File: config.mk
export PLATFORM = sky130hd
export DESIGN_NAME = history_predictor
export DESIGN_NICKNAME = d
export VERILOG_FILES = /design/src/design/bp_pkg.sv /design/src/design/history_predictor.sv
export SDC_FILE = /design/constraint.sdc
export NUM_CORES = 2
export LEC_CHECK = 0
export BUFFER_PORTS_ARGS = -buffer_cell sky130_fd_sc_hd__buf_2
export CAP_MARGIN = 0
export CORE_UTILIZATION = 45
export CTS_BUF_LIST = sky130_fd_sc_hd__clkbuf_4
export DETAILED_ROUTE_END_ITERATION = 10
export PLACE_DENSITY = 0.62
export SETUP_SLACK_MARGIN = 0.2
export SLEW_MARGIN = 20
export SYNTH_ARGS = -nofsm -noshare
export SYNTH_HDL_FRONTEND = slang
export SYNTH_SLANG_ARGS = --single-unit
File: constraint.sdc
create_clock -name clk -period 4.32 [get_ports clk]
set_input_delay 0.216 -clock clk [delete_from_list [all_inputs] [get_ports clk]]
set_output_delay 0.216 -clock clk [all_outputs]
set_load 0.01 [all_outputs]
File: src/design/bp_pkg.sv
package bp_pkg;

	////////////////////
	// Branch kinds and counters

	// Conditional branch kind seen at fetch
	typedef enum logic [2:0]
	{
		BR_NONE,
		BR_BEQ,
		BR_BNE,
		BR_BLT,
		BR_BGE,
		BR_BLTU,
		BR_BGEU
	} branch_op_e;

	// Two bit saturating counter, top bit means taken
	typedef enum logic [1:0]
	{
		STRONG_NT = 2'b00,
		WEAK_NT   = 2'b01,
		WEAK_T    = 2'b10,
		STRONG_T  = 2'b11
	} ctr_e;

	// x1 holds the return address
	localparam logic [4:0] RA_REG = 5'd1;

	// One saturating step up or down
	function automatic ctr_e ctr_step(input ctr_e cur, input logic up);
		ctr_e nxt;
		nxt = cur;
		if (up && (cur != STRONG_T))
			nxt = ctr_e'(cur + 2'd1);
		else if (!up && (cur != STRONG_NT))
			nxt = ctr_e'(cur - 2'd1);
		return nxt;
	endfunction

endpackage

File: src/design/history_predictor.sv
`timescale 1ns/10ps

module history_predictor import bp_pkg::*;
#(
	parameter int HIST_WIDTH = 6,
	parameter int PC_BITS    = 4,
	parameter int NUM_HIST   = 1
)
(
	input  logic        clk,
	input  logic        rst_n,
	input  logic        pl_stall,
	input  branch_op_e  fetch_op,
	input  logic [31:0] fetch_pc,
	input  logic        train_en,
	input  logic        resolve_taken,
	output ctr_e        ctr
);

	localparam int IDX_WIDTH  = HIST_WIDTH + PC_BITS;
	localparam int TABLE_SIZE = 1 << IDX_WIDTH;
	localparam int SEL_WIDTH  = (NUM_HIST > 1) ? $clog2(NUM_HIST) : 1;

	logic [HIST_WIDTH-1:0] hist [NUM_HIST];
	ctr_e                  ctr_tab [TABLE_SIZE];

	logic [SEL_WIDTH-1:0]  fetch_sel;
	logic [SEL_WIDTH-1:0]  ex_sel;
	logic [IDX_WIDTH-1:0]  fetch_idx;

	logic [IDX_WIDTH-1:0]  idx_id;
	logic [IDX_WIDTH-1:0]  idx_ex;
	branch_op_e            op_id;
	branch_op_e            op_ex;

	// Local mode picks a history register by branch kind
	function automatic logic [SEL_WIDTH-1:0] hist_sel(input branch_op_e op);
		if (NUM_HIST > 1)
			return SEL_WIDTH'(op);
		return '0;
	endfunction

	////////////////////
	// Fetch lookup

	assign fetch_sel = hist_sel(fetch_op);
	assign fetch_idx = {hist[fetch_sel], fetch_pc[PC_BITS+1:2]};
	assign ctr       = ctr_tab[fetch_idx];

	////////////////////
	// id/ex index pipe

	always_ff @(posedge clk)
	begin
		if (!pl_stall)
		begin
			idx_id <= fetch_idx;
			op_id  <= fetch_op;
			idx_ex <= idx_id;
			op_ex  <= op_id;
		end
	end

	assign ex_sel = hist_sel(op_ex);

	////////////////////
	// Training at resolve

	always_ff @(posedge clk)
	begin
		if (!rst_n)
		begin
			for (int i = 0; i < TABLE_SIZE; i++)
				ctr_tab[i] <= WEAK_NT;
			for (int i = 0; i < NUM_HIST; i++)
				hist[i] <= '0;
		end
		else if (train_en)
		begin
			ctr_tab[idx_ex] <= ctr_step(ctr_tab[idx_ex], resolve_taken);
			// Newest outcome enters at bit 0
			hist[ex_sel]    <= {hist[ex_sel][HIST_WIDTH-2:0], resolve_taken};
		end
	end

	// Training comes from the meta predictor and must respect the stall
	a_no_train_in_stall: assert property (
		@(posedge clk) disable iff (!rst_n)
		!(train_en && pl_stall)
	);

endmodule

==> results.tsv <==
metric	value	unit
Rows	188	
H-Tree Level Count	6	
Ports	42	
final instance area	0.146	mm2
final setup margin	-1.13	ns
final setup fails	2050	
ys flop type	edfxtp_1	
Critical Path Slowest Stage Cell	mux4_2	
Area Overhead vs Synth	23.0	%
worst hold stages	3	
Pint	42.8	mW
CP endpoint kind	flop	
P per Cell Area	440	mW/mm2
GRT Overall Usage	37.8	%
period utilisation layout	126	%
fmax	0.183	GHz
DP HPWL	303000	um
flops & latches, synth	2084	
placed inst area	0.128	mm2
post-synthesis sequential area ratio	52.6	%
crit path cell chain	buf_6, buf_12, buf_12, mux4_2, mux4_2, a22o_4, a211oi_4, or4_4, a41oi_4, nor4_4, inv_2, ha_4, mux2i_2, buf_4, xor2_4, buf_6, buf_6, buf_12, buf_16, buf_16, buf_12, clkbuf_16, nand3_2	
syn avg cell area	13.7	um2
Post-Syn Nets	8739	
core area	0.262	mm2
port buffer count	10	
worst slew pin tran	1.34	ns
DRT Wirelength	514000	um
grt ovf	0	
Sw Ratio	33.4	%
Post-synth EDFFs	2074	
die height	516	um
antenna violation net count after detailed routing	0	
Hold EP	idx_id[2]$_DFFE_PN_	
Hold WC Path Type	in -> reg	
Mapped Cells	8697	
initial antenna violation count	40	
Total Power	64.3	mW
Placed Cells	11800	
DRC viols	0	
Critical Path Fanout Max	8	
post-route minimum period	5.45	ns
global-route wire length before repair	702000	um
worst reg2reg setup slack	-1.13	ns
Fin. Hold Viols	0	
1st-iter DRT viols	17600	
CTS buffer count	582	
most frequent cells in the layout	edfxtp_1, mux4_2, o21ai_0	
Comb pwr share	35.7	%
Reg power frac	35.5	%
vias	97500	
Clock Skew	0.149	ns
Clock Power Share	28.8	%
Leakage	42.8	nW
Clock Sinks	2084	
outcome	finished, violations left	
Psw	21.5	mW
routed wire length per instance	39.2	um
Reg2Reg Depth	23	
ys async rst share	0	%
Worst-path clk slew	0.07	ns
Die Area	0.266	mm2
crit path kind	reg -> reg	
layout cells sized above 1	43.5	%
largest net degree at the start of global routing	224	
leading cell type in the layout, fill and taps excluded	edfxtp_1	
Hold Crit Start	fetch_pc[4]	
maximum vdd drop	368	uV
final core utilization	55.7	%
RR Endpoint	ctr_tab[577][0]$_SDFFCE_PN1P_	
WHS	0.117	ns
Final Slew Violations	0	
CTS tree	yes	
first-pass detailed-route iteration total	8	
cell area after synthesis	0.119	mm2
vias per cell	7.43	
post-synth cell types	64	
Starting Density	45.3	%
max_cap viols	0	
Clk Latency, worst-skew pair	1.56	ns
largest stage delay on the critical path	0.59	ns
Req. time, crit path	5.51	ns
clock tree root driver cell	clkbuf_4	
most frequent CP cell	buf_12	
Warnings, synthesis	0	
clock tree buffer depth	4	
Critical Path Start Type	flop	
Worst slew margin	10.8	%
gpl congestion	0.963	
nets	9233	
failing checks	setup timing	
RSZ-0062 raised after global routing	true	
Layout Cells excl Fill	13100	
Worst Path Arrival	6.64	ns
DIE WIDTH	516	um
vias in the first global route	93100	
==> power groups by stage <==
stage          clock (mW)  sequential (mW)  combinational [mW]
2_1_floorplan           0             23.1                7.47
3_3_place_gp            0             23.2                13.1
3_5_place_dp            0             23.2                13.3
4_1_cts              18.4             22.8                19.3
5_1_grt              19.4             22.8                23.1
6_report             18.5             22.8                22.9
==> kinds of logic (layout without fill, tap and decap cells) <==
group | after synthesis | after routing | share of synthesized area (%)
buffers and inverters | 1355 | 2236 | 4.92
AO/OA/AOI/OAI | 2073 | 2073 | 10.9
other | 0 | 33 | 0
flip-flops | 2084 | 2084 | 52.6
XOR/XNOR | 1 | 1 | 0.00738
adder cells (fa/ha/maj) | 2 | 2 | 0.0211
multiplexers | 1383 | 1383 | 24.4
AND/OR/NAND/NOR | 1799 | 1799 | 7.12
==> metrics by stage <==
stage | setup WS [ns] | TNS, ns
3_5_place_dp | -1.39 | -2531.38
2_1_floorplan | 0.00907 | 0
6_report | -1.13 | -1956.09
4_1_cts | -0.878 | -1468.76
5_1_grt | -1.10 | -1917.25
3_3_place_gp | -1.35 | -2467.39
==> cell usage after synthesis, types with 10 or more instances <==
master	count	area, um2
nor2b_1	22	138
mux2_2	23	259
edfxtp_1	2074	62300
nor3_1	46	230
nand2_1	485	1820
a22o_1	12	105
a211oi_1	855	6420
a221oi_1	14	123
buf_1	88	330
mux2i_1	154	1540
buf_4	72	541
inv_1	11	41.3
buf_2	336	1680
and3_1	15	93.8
a22oi_1	56	420
o21ai_0	863	4320
nor2_1	101	379
dfxtp_1	10	200
nand2b_1	14	87.6
a21oi_1	204	1020
clkbuf_1	839	3150
nand3_1	1062	5320
and2_1	12	75.1
o211ai_1	11	82.6
mux4_2	1206	27200
==> repair_timing <==
item	4_1_cts	5_1_grt
pin swaps	29	38
hold buffers	16	0
cloned	102	50
resized for setup	421	490
hold endpoints to repair	2444	0
setup buffers	116	54
endpoints found under the setup margin	2050	2050
==> layer usage <==
metal  part of all wire (%)  GRT usage (%)  vias to the layer above  routed length (um)
li1                       -              -                    36900                   -
met4                    9.0           29.7                       28               46300
met2                     43           54.5                     9736              223000
met3                     17           15.0                     2365               86700
met1                     31           45.0                    48400              158000
met5                  0.047              0                        -                 244
==> registers in the layout, indices dropped and copies added (netlist names), named ones only <==
register	count
idx_id	10
idx_ex	10
hist	6
ctr_tab	2048
==> final cells by class <==
type                       count  area (um2)
fill                       20700      116000
sequential                  2084       62500
multi-input combinational   5258       54500
timing repair buffer        1253       17400
clock buffer                 840        6310
tap                         3515        4400
clock inverter               131         832
antenna                       33        82.6
inverter                      12        47.5
==> worst max-delay path by stage <==
stage,from,end,slack [ns]
after global placement,flop,ctr_tab[519][0]$_SDFFCE_PN1P_,-1.35
after detailed placement,flop,ctr_tab[517][0]$_SDFFCE_PN1P_,-1.39
after floorplan,flop,ctr_tab[291][0]$_SDFFCE_PN1P_,0.009
after CTS,ctr_tab[367][1]$_SDFFCE_PN0P_,ctr[1],-0.88
after global routing,flop,ctr_tab[990][0]$_SDFFCE_PN1P_,-1.10
final,flop,ctr_tab[577][0]$_SDFFCE_PN1P_,-1.13
==> critical path: cells and delay by family (launching register included) <==
| kind | cells | cell delay [ns] |
|---|---|---|
| simple gates | 3 | 0.62 |
| xor+xnor | 1 | 0.17 |
| fa+ha+maj | 1 | 0.18 |
| buf+inv | 12 | 1.64 |
| mux | 3 | 1.30 |
| compound gates | 3 | 0.78 |
| flops | 1 | 0.39 |
Note: power is estimated with default switching activity, not from simulation.
