$ cat config.mk
export PLATFORM = sky130hd
export DESIGN_NAME = meta_predictor
export DESIGN_NICKNAME = d
export VERILOG_FILES = /design/src/design/bp_pkg.sv /design/src/design/meta_predictor.sv
export SDC_FILE = /design/constraint.sdc
export NUM_CORES = 1
export LEC_CHECK = 0
export ABC_AREA = 1
export BUFFER_PORTS_ARGS = -buffer_cell sky130_fd_sc_hd__buf_2
export CORE_ASPECT_RATIO = 2
export CORE_UTILIZATION = 40
export DETAILED_ROUTE_END_ITERATION = 16
export PLACE_DENSITY_LB_ADDON = 0.3
export SETUP_SLACK_MARGIN = 0.2
export SLEW_MARGIN = 20
export SYNTH_ARGS = -nofsm -noshare
export SYNTH_HDL_FRONTEND = slang
export SYNTH_SLANG_ARGS = --single-unit
export TNS_END_PERCENT = 10
$ cat constraint.sdc
create_clock -name clk -period 4.5 [get_ports clk]
set_clock_uncertainty 0.2 [all_clocks]
set_input_delay 1.125 -clock clk [delete_from_list [all_inputs] [get_ports clk]]
set_output_delay 1.125 -clock clk [all_outputs]
set_load 0.005 [all_outputs]
$ cat src/design/bp_pkg.sv
package bp_pkg;

	////////////////////
	// Branch kinds and counters

	// Conditional branch kind seen at fetch
	typedef enum logic [2:0]
	{
		BR_NONE,
		BR_BEQ,
		BR_BNE,
		BR_BLT,
		BR_BGE,
		BR_BLTU,
		BR_BGEU
	} branch_op_e;

	// Two bit saturating counter, top bit means taken
	typedef enum logic [1:0]
	{
		STRONG_NT = 2'b00,
		WEAK_NT   = 2'b01,
		WEAK_T    = 2'b10,
		STRONG_T  = 2'b11
	} ctr_e;

	// x1 holds the return address
	localparam logic [4:0] RA_REG = 5'd1;

	// One saturating step up or down
	function automatic ctr_e ctr_step(input ctr_e cur, input logic up);
		ctr_e nxt;
		nxt = cur;
		if (up && (cur != STRONG_T))
			nxt = ctr_e'(cur + 2'd1);
		else if (!up && (cur != STRONG_NT))
			nxt = ctr_e'(cur - 2'd1);
		return nxt;
	endfunction

endpackage

$ cat src/design/meta_predictor.sv
`timescale 1ns/10ps

module meta_predictor import bp_pkg::*;
(
	input  logic       clk,
	input  logic       rst_n,
	input  logic       pl_stall,
	input  logic       pl_flush,
	input  logic       predict_en,
	input  branch_op_e fetch_op,
	input  logic       imm_sign,
	input  ctr_e       global_ctr,
	input  ctr_e       local_ctr,
	input  logic       resolve_en,
	input  logic       resolve_taken,
	output logic       train_en,
	output logic       predict_taken
);

	localparam int NUM_OPS = 8;

	// Choice counters, top bit set selects local
	ctr_e       choice [NUM_OPS];

	logic       use_local;
	ctr_e       sel_ctr;
	logic       sel_strong;

	logic       valid_id;
	logic       valid_ex;
	branch_op_e op_id;
	branch_op_e op_ex;
	logic       g_taken_id;
	logic       g_taken_ex;
	logic       l_taken_id;
	logic       l_taken_ex;
	logic       local_right;

	////////////////////
	// Fetch time choice

	assign use_local  = choice[fetch_op][1];
	assign sel_ctr    = use_local ? local_ctr : global_ctr;
	assign sel_strong = (sel_ctr == STRONG_T) || (sel_ctr == STRONG_NT);

	// Weak states fall back to backward taken
	assign predict_taken = sel_strong ? sel_ctr[1] : imm_sign;

	////////////////////
	// Stage pipe

	always_ff @(posedge clk)
	begin
		if (!rst_n)
		begin
			valid_id <= 1'b0;
			valid_ex <= 1'b0;
		end
		else if (!pl_stall)
		begin
			valid_id <= predict_en && (fetch_op != BR_NONE);
			valid_ex <= valid_id && !pl_flush;
		end
	end

	always_ff @(posedge clk)
	begin
		if (!pl_stall)
		begin
			op_id      <= fetch_op;
			g_taken_id <= global_ctr[1];
			l_taken_id <= local_ctr[1];
			op_ex      <= op_id;
			g_taken_ex <= g_taken_id;
			l_taken_ex <= l_taken_id;
		end
	end

	////////////////////
	// Resolve and choice update

	assign train_en    = resolve_en && valid_ex && !pl_stall;
	assign local_right = (l_taken_ex == resolve_taken);

	always_ff @(posedge clk)
	begin
		if (!rst_n)
		begin
			for (int i = 0; i < NUM_OPS; i++)
				choice[i] <= WEAK_NT;
		end
		else if (train_en && (g_taken_ex != l_taken_ex))
		begin
			choice[op_ex] <= ctr_step(choice[op_ex], local_right);
		end
	end

	// Counters from both history tables must be settled at fetch
	a_pred_known: assert property (
		@(posedge clk) disable iff (!rst_n)
		predict_en |-> !$isunknown(predict_taken)
	);

endmodule

==> impl_metrics.json, run 1 <==
{
  "cp-start-kind": "input port",
  "fin_crit_sh_pct": 74.4,
  "num_vias": 1312,
  "cts_resized": 0,
  "max_freq_mhz": 299,
  "die_x_um": 47.8,
  "run_status": "finished, final reports clean",
  "async_flop_share_pct": 0,
  "synth_edf_count": 26,
  "drive_above_1_share_pct": 24.0,
  "cp_max_fo": 7,
  "cts.sink_count": 31,
  "power_density_nw_per_um2": 353,
  "core_um2": 4050,
  "diodes": 0,
  "cts_tree": "yes",
  "clk_pin_slew_ns": 0.06,
  "crit_family": "simple AND/OR/NAND/NOR gates",
  "final_util_pct": 47.1,
  "syn_nets": 212,
  "cts_max_level": 2,
  "worstSetupEndpointType": "output port",
  "cts_hold_buffers": 0,
  "grt_pass1_wl_um": 5470,
  "rsz0062_at_grt": "false",
  "portBuffers": 16,
  "leakage_uw": 0.000800,
  "gp_congestion": 0.851,
  "drt-total-wl_um": 3330,
  "dpl.hpwl_um": 2700,
  "peakVddDrop_mv": 0.336,
  "synth_flop_cell": "edfxtp_1",
  "drtAntennaViolNets": 0,
  "row_count": 33,
  "die_h_um": 93.7,
  "yosysUniqueCellTypes": 25,
  "dr.pass1.iters": 4,
  "finalSetupViolations": 0,
  "area_growth_pct": 13.3,
  "drc": 0,
  "ios": 17,
  "final_cell_mix": "nand2_1 (39), inv_1 (32), edfxtp_1 (26)",
  "start_util_pct": 41.5,
  "clk_path_buf_depth": 2,
  "cp_common_cell": "nand2_1",
  "crit_arrival_ns": 2.02,
  "path_cells": "buf_2, inv_2, nand2_1, nand3_1, nand3_1, nand2_1, nand2_1, nand3_1, nand2_1, nand2_1, buf_2",
  "hold_viol": 0,
  "clk_latency_ns": 0.28,
  "grt_util_all_layers_pct": 17.8,
  "tns_ns": 0,
  "final_common_cell": "nand2_1",
  "grt_max_degree": 20,
  "syn_inst": 195,
  "syn_area_per_cell_um2": 8.62,
  "critPathSlowestCell": "buf_2",
  "drv_cap": 0,
  "hp-class": "reg -> reg",
  "wl_per_cell_um": 12.4,
  "antenna_found_initial": 0,
  "grt.overflow.total": 0,
  "die_area_um2": 4480,
  "synth-seq-cells": 31,
  "final_max_slew_viol_count": 0,
  "cts-root-buf": "clkbuf_8",
  "worstPathRequired_ns": 3.17,
  "worst_pin_slew_ns": 0.527,
  "ys_seq_area_share_pct": 52.4,
  "slowest_delay_ns": 0.15,
  "slew_headroom_pct": 64.8,
  "vias_per_cell": 4.88,
  "cts_buffers": 5,
  "min_period_ns": 3.35,
  "worstPathBufferInverterCount": 3,
  "ys_warn_count": 0,
  "synth_area_um2": 1680,
  "cts_setup_buffers": 0,
  "layout.nets": 233,
  "drt_iter0_drc": 31,
  "path_class": "in -> out",
  "grt_pass1_vias": 1266
}
-- final timing paths --
| kind | start | slack, ns | endpoint | cells after the start |
|---|---|---|---|---|
| max | fetch_op[0] | 1.15 | predict_taken | 11 |
| min | l_taken_id | 0.22 | l_taken_ex | 0 |
| max reg2reg | flop | 1.88 | choice[7][1] | 10 |
| min reg2reg | l_taken_id | 0.22 | l_taken_ex | 0 |
-- flip-flops by register name (all words and copies together) (netlist names), named ones only --
signal      count
op_ex           3
choice         16
valid_id        1
l_taken_ex      1
valid_ex        1
l_taken_id      1
g_taken_id      1
op_id           3
g_taken_ex      1
-- layout make-up --
| cell class | count | area, um^2 |
|---|---|---|
| fillers | 442 | 2140 |
| flip-flops and latches | 31 | 881 |
| multi-input cells | 123 | 638 |
| inverters | 39 | 146 |
| clock buffers | 6 | 82.6 |
| repair buffers | 16 | 80.1 |
| well taps | 52 | 65.1 |
| clock inverters | 2 | 11.3 |
-- through the flow --
step	std cells	area, um^2	hold slack, ns	setup slack (ns)	power, uW
2_1_floorplan	195	1680	0.200	1.49	423
3_3_place_gp	261	1810	0.215	1.18	454
3_5_place_dp	261	1810	0.211	1.15	456
4_1_cts	269	1900	0.227	1.15	673
5_1_grt	269	1900	0.237	1.02	705
6_report	269	1900	0.224	1.15	672
-- power by group --
group | total (uW) | switching, uW | leakage [uW] | internal (uW)
logic | 110 | 74.7 | 0.000475 | 35.7
clock network | 224 | 102 | 0.0000449 | 122
registers | 338 | 12.7 | 0.000281 | 325
total | 672 | 189 | 0.000800 | 483
-- routing by layer --
| layer | up-vias | GRT usage, % | part of all wire (%) |
|---|---|---|---|
| met5 | - | 0 | 0 |
| met4 | 0 | 8.10 | 2.8 |
| met3 | 10 | 2.31 | 3.5 |
| met2 | 40 | 33.4 | 60 |
| met1 | 600 | 17.1 | 33 |
| li1 | 662 | - | - |
-- logic make-up after synthesis --
group	count (synthesis)	synth area share, %
buffers and inverters	41	9.61
adders and majority gates	2	1.49
DFF	31	52.4
xor gates and xnor gates	1	0.521
AOI/OAI and AO/OA	19	7.22
and+or+nand+nor	101	28.7
-- cell usage after synthesis, types with 2 or more instances --
master / n / area [um^2]
nor2_2: 11 / 68.8
nor2_1: 18 / 67.6
o21ai_0: 6 / 30.0
or2_1: 2 / 12.5
a21oi_1: 3 / 15.0
edfxtp_1: 26 / 781
inv_1: 32 / 120
nand2_2: 4 / 25.0
o211ai_1: 2 / 15.0
nand2_1: 39 / 146
nand3_1: 21 / 105
inv_2: 7 / 26.3
o21ai_2: 2 / 17.5
o21ai_1: 4 / 20.0
dfxtp_1: 5 / 100
nand2_4: 3 / 33.8
ha_1: 2 / 25.0
No activity file was read; power rests on OpenSTA's default activity.
==> run 2: changes to the inputs <==
==> constraint.sdc (replaced) <==
create_clock -name clk -period 3.15 [get_ports clk]
set_clock_uncertainty 0.2 [all_clocks]
set_input_delay 0.7875 -clock clk [delete_from_list [all_inputs] [get_ports clk]]
set_output_delay 0.7875 -clock clk [all_outputs]
set_load 0.005 [all_outputs]
==> run 2 against run 1 <==
  * First-iteration DRC count fell by 26%
  * Non-clock buffer count rose by 1
  * Clock power is 71% higher
  * Final cell count grew 0.37%
  * Critical path depth did not move
  * Combinational power increased by 45%
  * Largest cell class unchanged
  * Register-to-register slack got worse by 1.3 ns
  * Count of clock-buffer cells in the layout fell by 1
  * Worst hold slack gained 0.011 ns
==> impl_metrics.json, run 2 (synthesized netlist as in run 1, its figures left out) <==
{
  "run_status": "finished, final reports clean",
  "diodes": 0,
  "cts-root-buf": "clkbuf_8",
  "gp_congestion": 0.844,
  "drv_cap": 0,
  "row_count": 33,
  "drive_above_1_share_pct": 24.8,
  "tns_ns": 0,
  "peakVddDrop_mv": 0.453,
  "cp-start-kind": "input port",
  "dpl.hpwl_um": 2760,
  "hold_viol": 0,
  "critPathSlowestCell": "buf_2",
  "min_period_ns": 2.68,
  "path_cells": "buf_2, inv_2, nand2_1, nand3_1, nand3_1, nand2_1, nand2_1, nand3_1, nand2_1, nand2_1, buf_2",
  "wl_per_cell_um": 12.2,
  "cp_common_cell": "nand2_1",
  "worstSetupEndpointType": "output port",
  "met2_usage_pct": 33.8,
  "slowest_delay_ns": 0.15,
  "grt_pass1_vias": 1312,
  "busiest_layer": "met2",
  "clk_path_buf_depth": 2,
  "cts.sink_count": 31,
  "cts_max_level": 2,
  "register_area_um2": 881,
  "finalSetupViolations": 0,
  "cts_tree": "yes",
  "worst_pin_slew_ns": 0.432,
  "hp-class": "reg -> reg",
  "num_vias": 1282,
  "core_um2": 4050,
  "worstPathBufferInverterCount": 3,
  "antenna_found_initial": 0,
  "final_max_slew_viol_count": 0,
  "grtUsageMet1_pct": 16.6,
  "crit_family": "simple AND/OR/NAND/NOR gates",
  "fillCellCount": 433,
  "grt_pass1_wl_um": 5580,
  "final_common_cell": "nand2_1",
  "rsz0062_at_grt": "false",
  "clk_pin_slew_ns": 0.06,
  "multi_input_area_um2": 638,
  "met3_usage_pct": 2.50,
  "cts_hold_buffers": 0,
  "path_class": "in -> out",
  "ios": 17,
  "dp_cells": 262,
  "area_growth_pct": 14.9,
  "timing.final.ws_setup_ns": 0.469,
  "die_h_um": 93.7,
  "drt_iter0_drc": 23,
  "cts_resized": 0,
  "die_area_um2": 4480,
  "reg_top3": "choice x16, op_ex x3, op_id x3",
  "drtAntennaViolNets": 0,
  "regMostFlops": "choice",
  "grt_max_degree": 20,
  "die_x_um": 47.8,
  "cts_setup_buffers": 0,
  "clk_latency_ns": 0.28,
  "grt.overflow.total": 0,
  "dr.pass1.iters": 4,
  "cp_max_fo": 7,
  "dp_slack_ns": 0.465,
  "grt_util_all_layers_pct": 18.0,
  "worstPathRequired_ns": 2.16,
  "largest_reg_flops": 16,
  "start_util_pct": 41.5,
  "vias_per_cell": 4.75,
  "stdcell_count": 270,
  "leakage_uw": 0.000818,
  "fin_crit_sh_pct": 85.1,
  "power_density_nw_per_um2": 530,
  "max_freq_mhz": 373,
  "portBuffers": 16,
  "crit_arrival_ns": 1.69,
  "layout.nets": 234,
  "cts_buffers": 5,
  "slew_headroom_pct": 71.2,
  "final_cell_mix": "nand2_1 (39), inv_1 (32), edfxtp_1 (26)",
  "drc": 0,
  "drt-total-wl_um": 3300
}
[run 2: changes by cell type in the layout (fill, tap and decap cells not counted), sizes merged]
cell	previous run	this run
bufinv	0	1
clkinvlp	1	0
clkbuf	6	5
clkinv	1	2
buf	16	17
[run 2: path summary, 6_finish.rpt]
check | startpoint | endpoint | slack, ns | cells past startpoint
setup / recovery | fetch_op[0] | predict_taken | 0.47 | 11
setup reg to reg | flop | choice[7][1] | 0.62 | 10
hold reg to reg | g_taken_id | g_taken_ex | 0.24 | 0
hold / removal | g_taken_id | g_taken_ex | 0.24 | 0
[run 2: worst reg2reg max path: cells and delay by family (launching register included)]
kind / cells / cell delay, ns
AO/OA/AOI/OAI: 2 / 0.25
buffers and inverters: 1 / 0.19
flip-flops: 1 / 0.58
adder cells (fa/ha/maj): 1 / 0.18
AND/OR/NAND/NOR: 6 / 0.89
[run 2: routing by layer]
metal,vias up,routed length (um)
li1,666,-
met3,7,81
met5,-,0
met4,0,89
met2,28,2010
met1,581,1120
[run 2: final cells by class]
class                           instances  share of cell area [%]
Sequential cell                        31                    45.6
Multi-Input combinational cell        123                    33.1
Inverter                               39                    7.58
Timing Repair Buffer                   17                    4.54
Clock buffer                            5                    3.56
Tap cell                               52                    3.37
Clock inverter                          3                    2.27
[run 2: through the flow]
stage	util (%)	total power (uW)	hold slack, ns	instance area, um^2
2_1_floorplan	-	605	0.200	1680
3_3_place_gp	44.9	650	0.214	1820
3_5_place_dp	44.9	653	0.227	1820
4_1_cts	47.7	1030	0.242	1930
5_1_grt	47.7	1070	0.245	1930
6_report	47.7	1020	0.235	1930
[run 2: report_power, final]
part	internal, uW	total (uW)	switching, uW
Clock	235	383	148
Sequential	464	481	16.3
Combinational	52.5	160	108
