### config.mk
export PLATFORM = sky130hd
export DESIGN_NAME = return_stack
export DESIGN_NICKNAME = d
export VERILOG_FILES = /design/src/design/bp_pkg.sv /design/src/design/return_stack.sv
export SDC_FILE = /design/constraint.sdc
export NUM_CORES = 1
export LEC_CHECK = 0
export BUFFER_PORTS_ARGS = -buffer_cell sky130_fd_sc_hd__clkbuf_2
export CAP_MARGIN = 0
export CORE_UTILIZATION = 29
export DETAILED_ROUTE_END_ITERATION = 6
export PLACE_DENSITY = 0.44
export SLEW_MARGIN = 20
export SYNTH_ARGS = -nofsm -noshare
export SYNTH_HDL_FRONTEND = slang
export SYNTH_SLANG_ARGS = --single-unit
### constraint.sdc
create_clock -name clk -period 11.4 [get_ports clk]
set_input_delay 0.57 -clock clk [delete_from_list [all_inputs] [get_ports clk]]
set_output_delay 0.57 -clock clk [all_outputs]
set_load 0.1 [all_outputs]
### src/design/bp_pkg.sv
package bp_pkg;

	////////////////////
	// Branch kinds and counters

	// Conditional branch kind seen at fetch
	typedef enum logic [2:0]
	{
		BR_NONE,
		BR_BEQ,
		BR_BNE,
		BR_BLT,
		BR_BGE,
		BR_BLTU,
		BR_BGEU
	} branch_op_e;

	// Two bit saturating counter, top bit means taken
	typedef enum logic [1:0]
	{
		STRONG_NT = 2'b00,
		WEAK_NT   = 2'b01,
		WEAK_T    = 2'b10,
		STRONG_T  = 2'b11
	} ctr_e;

	// x1 holds the return address
	localparam logic [4:0] RA_REG = 5'd1;

	// One saturating step up or down
	function automatic ctr_e ctr_step(input ctr_e cur, input logic up);
		ctr_e nxt;
		nxt = cur;
		if (up && (cur != STRONG_T))
			nxt = ctr_e'(cur + 2'd1);
		else if (!up && (cur != STRONG_NT))
			nxt = ctr_e'(cur - 2'd1);
		return nxt;
	endfunction

endpackage

### src/design/return_stack.sv
`timescale 1ns/10ps

module return_stack import bp_pkg::*;
#(
	parameter int RAS_ADDR_WIDTH = 4
)
(
	input  logic        clk,
	input  logic        rst_n,
	input  logic        pl_stall,
	input  logic        pl_flush,
	input  logic        id_jal,
	input  logic        id_jalr,
	input  logic [4:0]  id_rd,
	input  logic [4:0]  id_rs1,
	input  logic [31:0] id_pc_add_4,
	output logic [31:0] jalr_target
);

	localparam int DEPTH = 1 << RAS_ADDR_WIDTH;

	logic [31:0]               stack [DEPTH];
	logic [RAS_ADDR_WIDTH-1:0] sp;
	logic [RAS_ADDR_WIDTH-1:0] sp_inc;
	logic [RAS_ADDR_WIDTH-1:0] sp_dec;
	logic                      op_en;
	logic                      push;
	logic                      pop;

	// Call links ra, return reads ra
	assign push   = (id_jal || id_jalr) && (id_rd == RA_REG);
	assign pop    = id_jalr && (id_rs1 == RA_REG);
	assign op_en  = !pl_stall && !pl_flush;

	// Pointer wraps, oldest entries get overwritten
	assign sp_inc = sp + 1'b1;
	assign sp_dec = sp - 1'b1;

	always_ff @(posedge clk)
	begin
		if (!rst_n)
		begin
			sp          <= '0;
			jalr_target <= '0;
			for (int i = 0; i < DEPTH; i++)
				stack[i] <= '0;
		end
		else if (op_en)
		begin
			case ({push, pop})
				2'b10:
				begin
					stack[sp_inc] <= id_pc_add_4;
					sp            <= sp_inc;
					jalr_target   <= id_pc_add_4;
				end
				2'b01:
				begin
					sp          <= sp_dec;
					jalr_target <= stack[sp_dec];
				end
				// Return then call in one go, top is swapped
				2'b11:
				begin
					stack[sp]   <= id_pc_add_4;
					jalr_target <= id_pc_add_4;
				end
				default:
				begin
				end
			endcase
		end
	end

	a_sp_hold: assert property (
		@(posedge clk) disable iff (!rst_n)
		(pl_stall || pl_flush) |=> $stable(sp)
	);

endmodule

==> impl_metrics.env, run 1 <==
export IMPL_outcome="finished clean"
export IMPL_end_kind="flop"
export IMPL_gp_congestion=0.7725
export IMPL_cts_clk_slew_worst_paths_ns=0.06
export IMPL_port_buffers=79
export IMPL_root_buffer="clkbuf_16"
export IMPL_postSynthCellCount=1822
export IMPL_totalWireLength_microns=84860
export IMPL_postCtsSetupBuffers=0
export IMPL_switching_power_mw=0.9737
export IMPL_syn_to_final_growth_pct=13.83
export IMPL_p_comb_frac=0.040
export IMPL_die_x_microns=296.4
export IMPL_chipHeight_microns=296.4
export IMPL_crit_fanout=40
export IMPL_initial_core_util=0.2939
export IMPL_cp_required_ns=11.67
export IMPL_clock_power_share=0.444
export IMPL_final_setup_viol_count=0
export IMPL_dr_pass1_iters=5
export IMPL_slowest_delay_ns=0.86
export IMPL_grtUsageTotal=0.1950
export IMPL_floorplan_die_area_sq_mm=0.08788
export IMPL_fin_crit_sh=0.4546
export IMPL_nets=1879
export IMPL_yosys_warnings=0
export IMPL_cts_buffers=61
export IMPL_period_needed_ns=5.182
export IMPL_drv_slew=0
export IMPL_seqCellArea_sq_mm=0.01610
export IMPL_min_from="id_pc_add_4[13]"
export IMPL_synth_edf_count=512
export IMPL_multiInputGateArea_sq_mm=0.008354
export IMPL_cts_resized=0
export IMPL_fillers=8405
export IMPL_path_buf_inv=3
export IMPL_clock_sinks=548
export IMPL_ys_async_sr_fraction=0
export IMPL_hold_viol=0
export IMPL_p_int_mw=3.425
export IMPL_ys_ff_latch=548
export IMPL_grt_max_degree=97
export IMPL_rsz0062_at_grt="no"
export IMPL_drc=0
export IMPL_grt_pass1_wl_microns=122700
export IMPL_ys_dominant_reg_cell="edfxtp_1"
export IMPL_syn_area_sq_mm=0.02514
export IMPL_fin_skew_ns=0.05429
export IMPL_swShare=0.2213
export IMPL_tns_ns=0
export IMPL_crit_arrival_ns=5.45
export IMPL_timing_rr_start="sp[0]"
export IMPL_seqPwrFrac=0.516
export IMPL_clk_latency_ns=0.65
export IMPL_drt_iter0_drc=1715
export IMPL_crit_family="buffers and inverters"
export IMPL_worst_pin_slew_ns=1.164
export IMPL_path_cells="inv_1, ha_4, or3b_1, o21ai_4, buf_4, nand2_1, o221ai_4, buf_4"
export IMPL_io_pins=80
export IMPL_via_per_inst=5.426
export IMPL_wl_per_cell_microns=28.10
export IMPL_startpoint_type="flop"
export IMPL_dp_hpwl_microns=49330
export IMPL_startpoint="sp[0]"
export IMPL_synth_net_count=1876
export IMPL_ys_seq_area_frac=0.6402
export IMPL_ys_types=54
export IMPL_grt_pass1_vias=16730
export IMPL_relSlewSlack=0.2209
export IMPL_cts_hold_buf=0
export IMPL_cp_slowest_cell="dfxtp_4"
export IMPL_drive_above_1_share=0.2188
export IMPL_max_freq_mhz=193.0
export IMPL_postRouteAntennaNets=0
export IMPL_tritoncts="done"
export IMPL_grt_ovfl_total=0
export IMPL_coreArea_sq_mm=0.08555
export IMPL_final_cell_mix="edfxtp_1, nor2_1, a21oi_1, mux4_2, nand3_1"
export IMPL_vias=16390
export IMPL_p_leak_nw=9.153
export IMPL_cts_htree_levels=2
export IMPL_hold_path_class="in2reg"
export IMPL_post_route_util=0.3345
export IMPL_crit_path_frequent_cell="buf_4"
export IMPL_avgSynthCellArea_sq_um=13.80
export IMPL_vdd_ir_drop_max_uv=124.8
export IMPL_num_rows=107
export IMPL_p_per_area_mw_per_mm2=153.7
export IMPL_max_cap_violations=0
export IMPL_mostFrequentLayoutCell="edfxtp_1"
export IMPL_antenna_found_initial=3
export IMPL_cts_path_max_buffers=3
export IMPL_crit_type="reg2reg"
[through the flow]
step	instance area (sq um)	hold WS (ns)	power [mW]	setup slack, ns	std cells
floorplan	25140	0.6838	2.402	6.508	1822
global placement	26650	0.4386	2.491	5.677	2906
detailed placement	26650	0.4456	2.493	5.653	2906
CTS	28610	0.3106	4.440	6.175	3018
global route	28620	0.3585	4.529	6.001	3020
finish	28620	0.3497	4.399	6.218	3020
[cell type report]
class,instances,share of cell area
Sequential cell,548,0.5625
Multi-Input combinational cell,1085,0.2919
Clock buffer,80,0.05723
Timing Repair Buffer,124,0.02619
Antenna cell,2,0.0001749
Clock inverter,32,0.01128
Tap cell,1144,0.05002
Inverter,5,0.0006558
[worst register-to-register path: cells and delay by family, from the launching register on]
kind	cells	cell delay (ns)
buffers and inverters	3	1.49
AOI/OAI and AO/OA	2	0.97
and+or+nand+nor	2	0.99
DFF	1	0.86
adders and majority gates	1	0.55
[path summary, 6_finish.rpt]
| check | to | slack [ns] | depth (start not counted) |
|---|---|---|---|
| worst max-delay path | stack[8][31] | 6.22 | 8 |
| worst min-delay path | jalr_target[13] | 0.35 | 3 |
| worst min register to register | jalr_target[25] | 0.45 | 2 |
| worst max register to register | stack[8][31] | 6.22 | 8 |
[cell families (layout without fill, tap and decap cells)]
group / Yosys count / count (layout) / synth area share
mux: 129 / 129 / 0.1151
buf+inv: 189 / 241 / 0.04051
xor+xnor: 2 / 2 / 0.0006969
other cells: 0 / 2 / 0
simple gates: 524 / 524 / 0.1021
flops: 548 / 548 / 0.6402
fa+ha+maj: 6 / 6 / 0.002986
compound gates: 424 / 424 / 0.09849
[Yosys cell counts, types with 2 or more instances]
master     count  area share
inv_1          5     0.00075
a21boi_1       2     0.00060
a31oi_1        2     0.00050
buf_2         54       0.011
nand4b_1       2     0.00070
a211oi_2       3      0.0015
nand3_1      101       0.020
a2bb2oi_2      2      0.0012
buf_6         20      0.0090
edfxtp_1     512        0.61
buf_1          2     0.00030
and3_1        65       0.016
o31ai_2        3      0.0015
nor3b_1        2     0.00060
clkbuf_1      83       0.012
o21ai_0       47      0.0094
nand2b_1       2     0.00050
a21boi_0       2     0.00060
o22ai_1        2     0.00050
nand3_2       30       0.012
a21oi_1      257       0.051
nand4bb_1      2     0.00090
buf_4         24      0.0072
ha_1           6      0.0030
mux4_2       128        0.11
o21ai_2        3      0.0010
nor2_1       261       0.039
o31ai_1       30      0.0090
dfxtp_1       36       0.029
nand2_1       44      0.0066
a211oi_1      61       0.018
o221ai_1       4      0.0014
or3_1          2     0.00050
o21ai_1        3     0.00060
[state kept, by name, summed over array words and instances (netlist names)]
| register | count |
|---|---|
| jalr_target | 32 |
| stack | 512 |
| sp | 4 |
[metal layers]
metal	vias up	GRT usage	share of wire
li1	7079	-	-
met1	8621	0.2672	0.43
met2	581	0.3227	0.49
met3	107	0.03048	0.063
met4	0	0.04803	0.021
met5	-	0	0
[power by group through the flow]
stage | Clock, mW | Combinational [mW] | Sequential [mW]
floorplan | 0 | 0.0883 | 2.31
global placement | 0 | 0.178 | 2.31
detailed placement | 0 | 0.178 | 2.31
CTS | 1.99 | 0.179 | 2.27
global route | 2.07 | 0.185 | 2.28
finish | 1.95 | 0.176 | 2.27
Power figures use the tool's default switching activity.
==> run 2: changes to the inputs <==
==> constraint.sdc (replaced) <==
create_clock -name clk -period 5.3 [get_ports clk]
set_input_delay 0.265 -clock clk [delete_from_list [all_inputs] [get_ports clk]]
set_output_delay 0.265 -clock clk [all_outputs]
set_load 0.1 [all_outputs]
==> run 2 against run 1 <==
  * Power grew 130%
  * Critical path depth unchanged
  * Non-clock buffer count up 17
  * Sequential cell count stayed put
  * Routed wire length increased by 3.2%
  * Worst setup slack worse by 4.5 ns
  * Sequential power grew 110%
  * Utilization grew 0.52 points
  * Register-to-register slack got worse by 4.5 ns
  * First-iteration DRC count increased by 8.1%
  * Hold slack got worse by 0.32 ns
  * Critical path type unchanged
  * Largest power group unchanged
  * Highest routed layer is now met5
==> impl_metrics.env, run 2 (same netlist as run 1, synthesis figures left out) <==
export IMPL_outcome="finished clean"
export IMPL_drive_above_1_share=0.2284
export IMPL_cp_required_ns=5.54
export IMPL_via_per_inst=5.463
export IMPL_totalWireLength_microns=87590
export IMPL_grtUsageTotal=0.2016
export IMPL_chipHeight_microns=296.4
export IMPL_cts_hold_buf=0
export IMPL_multiInputGateArea_sq_mm=0.008362
export IMPL_mostFrequentLayoutCell="edfxtp_1"
export IMPL_clk_latency_ns=0.61
export IMPL_hold_viol=0
export IMPL_coreArea_sq_mm=0.08555
export IMPL_crit_arrival_ns=3.81
export IMPL_die_x_microns=296.4
export IMPL_wl_per_cell_microns=28.77
export IMPL_root_buffer="clkbuf_16"
export IMPL_port_buffers=79
export IMPL_io_pins=80
export IMPL_drc=0
export IMPL_max_freq_mhz=279.7
export IMPL_syn_to_final_growth_pct=15.59
export IMPL_cts_path_max_buffers=3
export IMPL_gp_congestion=0.7514
export IMPL_initial_core_util=0.2939
export IMPL_grt_pass1_wl_microns=125100
export IMPL_grt_max_degree=130
export IMPL_rsz0062_at_grt="no"
export IMPL_clock_sinks=548
export IMPL_tritoncts="done"
export IMPL_worst_pin_slew_ns=1.070
export IMPL_dr_pass1_iters=5
export IMPL_end_kind="flop"
export IMPL_p_total_mw=9.936
export IMPL_relSlewSlack=0.2842
export IMPL_final_setup_viol_count=0
export IMPL_cts_buffers=66
export IMPL_max_cap_violations=0
export IMPL_p_per_area_mw_per_mm2=341.9
export IMPL_postCtsSetupBuffers=0
export IMPL_vdd_ir_drop_max_uv=211.2
export IMPL_diodes=0
export IMPL_startpoint_type="flop"
export IMPL_seqCellArea_sq_mm=0.01610
export IMPL_reg_top3="stack x512, jalr_target x32, sp x4"
export IMPL_dp_hpwl_microns=48110
export IMPL_cts_htree_levels=3
export IMPL_cts_clk_slew_worst_paths_ns=0.06
export IMPL_fin_crit_sh=0.6747
export IMPL_nets=1901
export IMPL_crit_type="reg2reg"
export IMPL_fin_skew_ns=0.02065
export IMPL_p_leak_nw=9.370
export IMPL_floorplan_die_area_sq_mm=0.08788
export IMPL_drv_slew=0
export IMPL_antenna_found_initial=2
export IMPL_hold_path_class="in2reg"
export IMPL_grt_pass1_vias=16870
export IMPL_vias=16630
export IMPL_top_register="stack"
export IMPL_grt_ovfl_total=0
export IMPL_crit_fanout=22
export IMPL_drt_iter0_drc=1854
export IMPL_tns_ns=0
export IMPL_final_cell_mix="edfxtp_1, nor2_1, a21oi_1, mux4_2, nand3_1"
export IMPL_largest_reg_flops=512
export IMPL_num_rows=107
export IMPL_period_needed_ns=3.576
export IMPL_fillers=8317
export IMPL_cts_resized=0
export IMPL_postRouteAntennaNets=0
run 2: cell types whose count changed in the layout (fill, tap and decap cells not counted), sizes merged, moves of 2 or more:
| cell | delta |
|---|---|
| bufinv | +2 |
| diode | -2 |
| clkinv | -9 |
| buf | +17 |
| clkbuf | +14 |
run 2: layer usage:
| layer | vias to the layer above | routed length (microns) | GRT usage |
|---|---|---|---|
| met5 | - | 9 | 0 |
| met4 | 2 | 2414 | 0.06475 |
| met3 | 138 | 6165 | 0.03698 |
| met2 | 653 | 42310 | 0.3290 |
| met1 | 8723 | 36690 | 0.2707 |
| li1 | 7113 | - | - |
run 2: worst paths after layout:
check / start / end / slack [ns] / cells after the start
setup reg to reg: sp[0] / stack[8][2] / 1.72 / 8
hold reg to reg: jalr_target[24] / jalr_target[24] / 0.45 / 2
hold / removal: rst_n / sp[1] / 0.03 / 2
setup / recovery: sp[0] / stack[8][2] / 1.72 / 8
run 2: worst max-delay path, stage by stage (launching register included):
cell and delay (ns):
dfxtp_4 0.58, inv_1 0.26, ha_4 0.32, or3b_1 0.48, o21ai_4 0.15, buf_4 0.34
nand2_1 0.30, o221ai_4 0.27, buf_4 0.46
run 2: layout make-up:
class | instances | share of cell area
repair buffers | 141 | 0.03350
clock inverters | 27 | 0.01193
flip-flops and latches | 548 | 0.5540
inverters | 5 | 0.0006458
multi-input cells | 1085 | 0.2877
clock buffers | 94 | 0.06299
well taps | 1144 | 0.04925
run 2: power breakdown:
part	internal, mW	switching (mW)	leakage [nW]
clock	2.77	1.88	1.06
combinational	0.123	0.282	2.72
sequential	4.85	0.0387	5.59
run 2: metrics by stage:
| step | utilization | instance area, sq um | std cells | setup WS [ns] | hold WS [ns] |
|---|---|---|---|---|---|
| after floorplan | - | 25140 | 1822 | 0.4083 | 0.4858 |
| after global placement | 0.3143 | 26880 | 2923 | 1.335 | 0.4358 |
| after detailed placement | 0.3143 | 26880 | 2923 | 1.247 | 0.4438 |
| after CTS | 0.3397 | 29060 | 3044 | 1.710 | 0.001204 |
| after global routing | 0.3397 | 29060 | 3044 | 1.588 | 0.03136 |
| final | 0.3397 | 29060 | 3044 | 1.724 | 0.03137 |
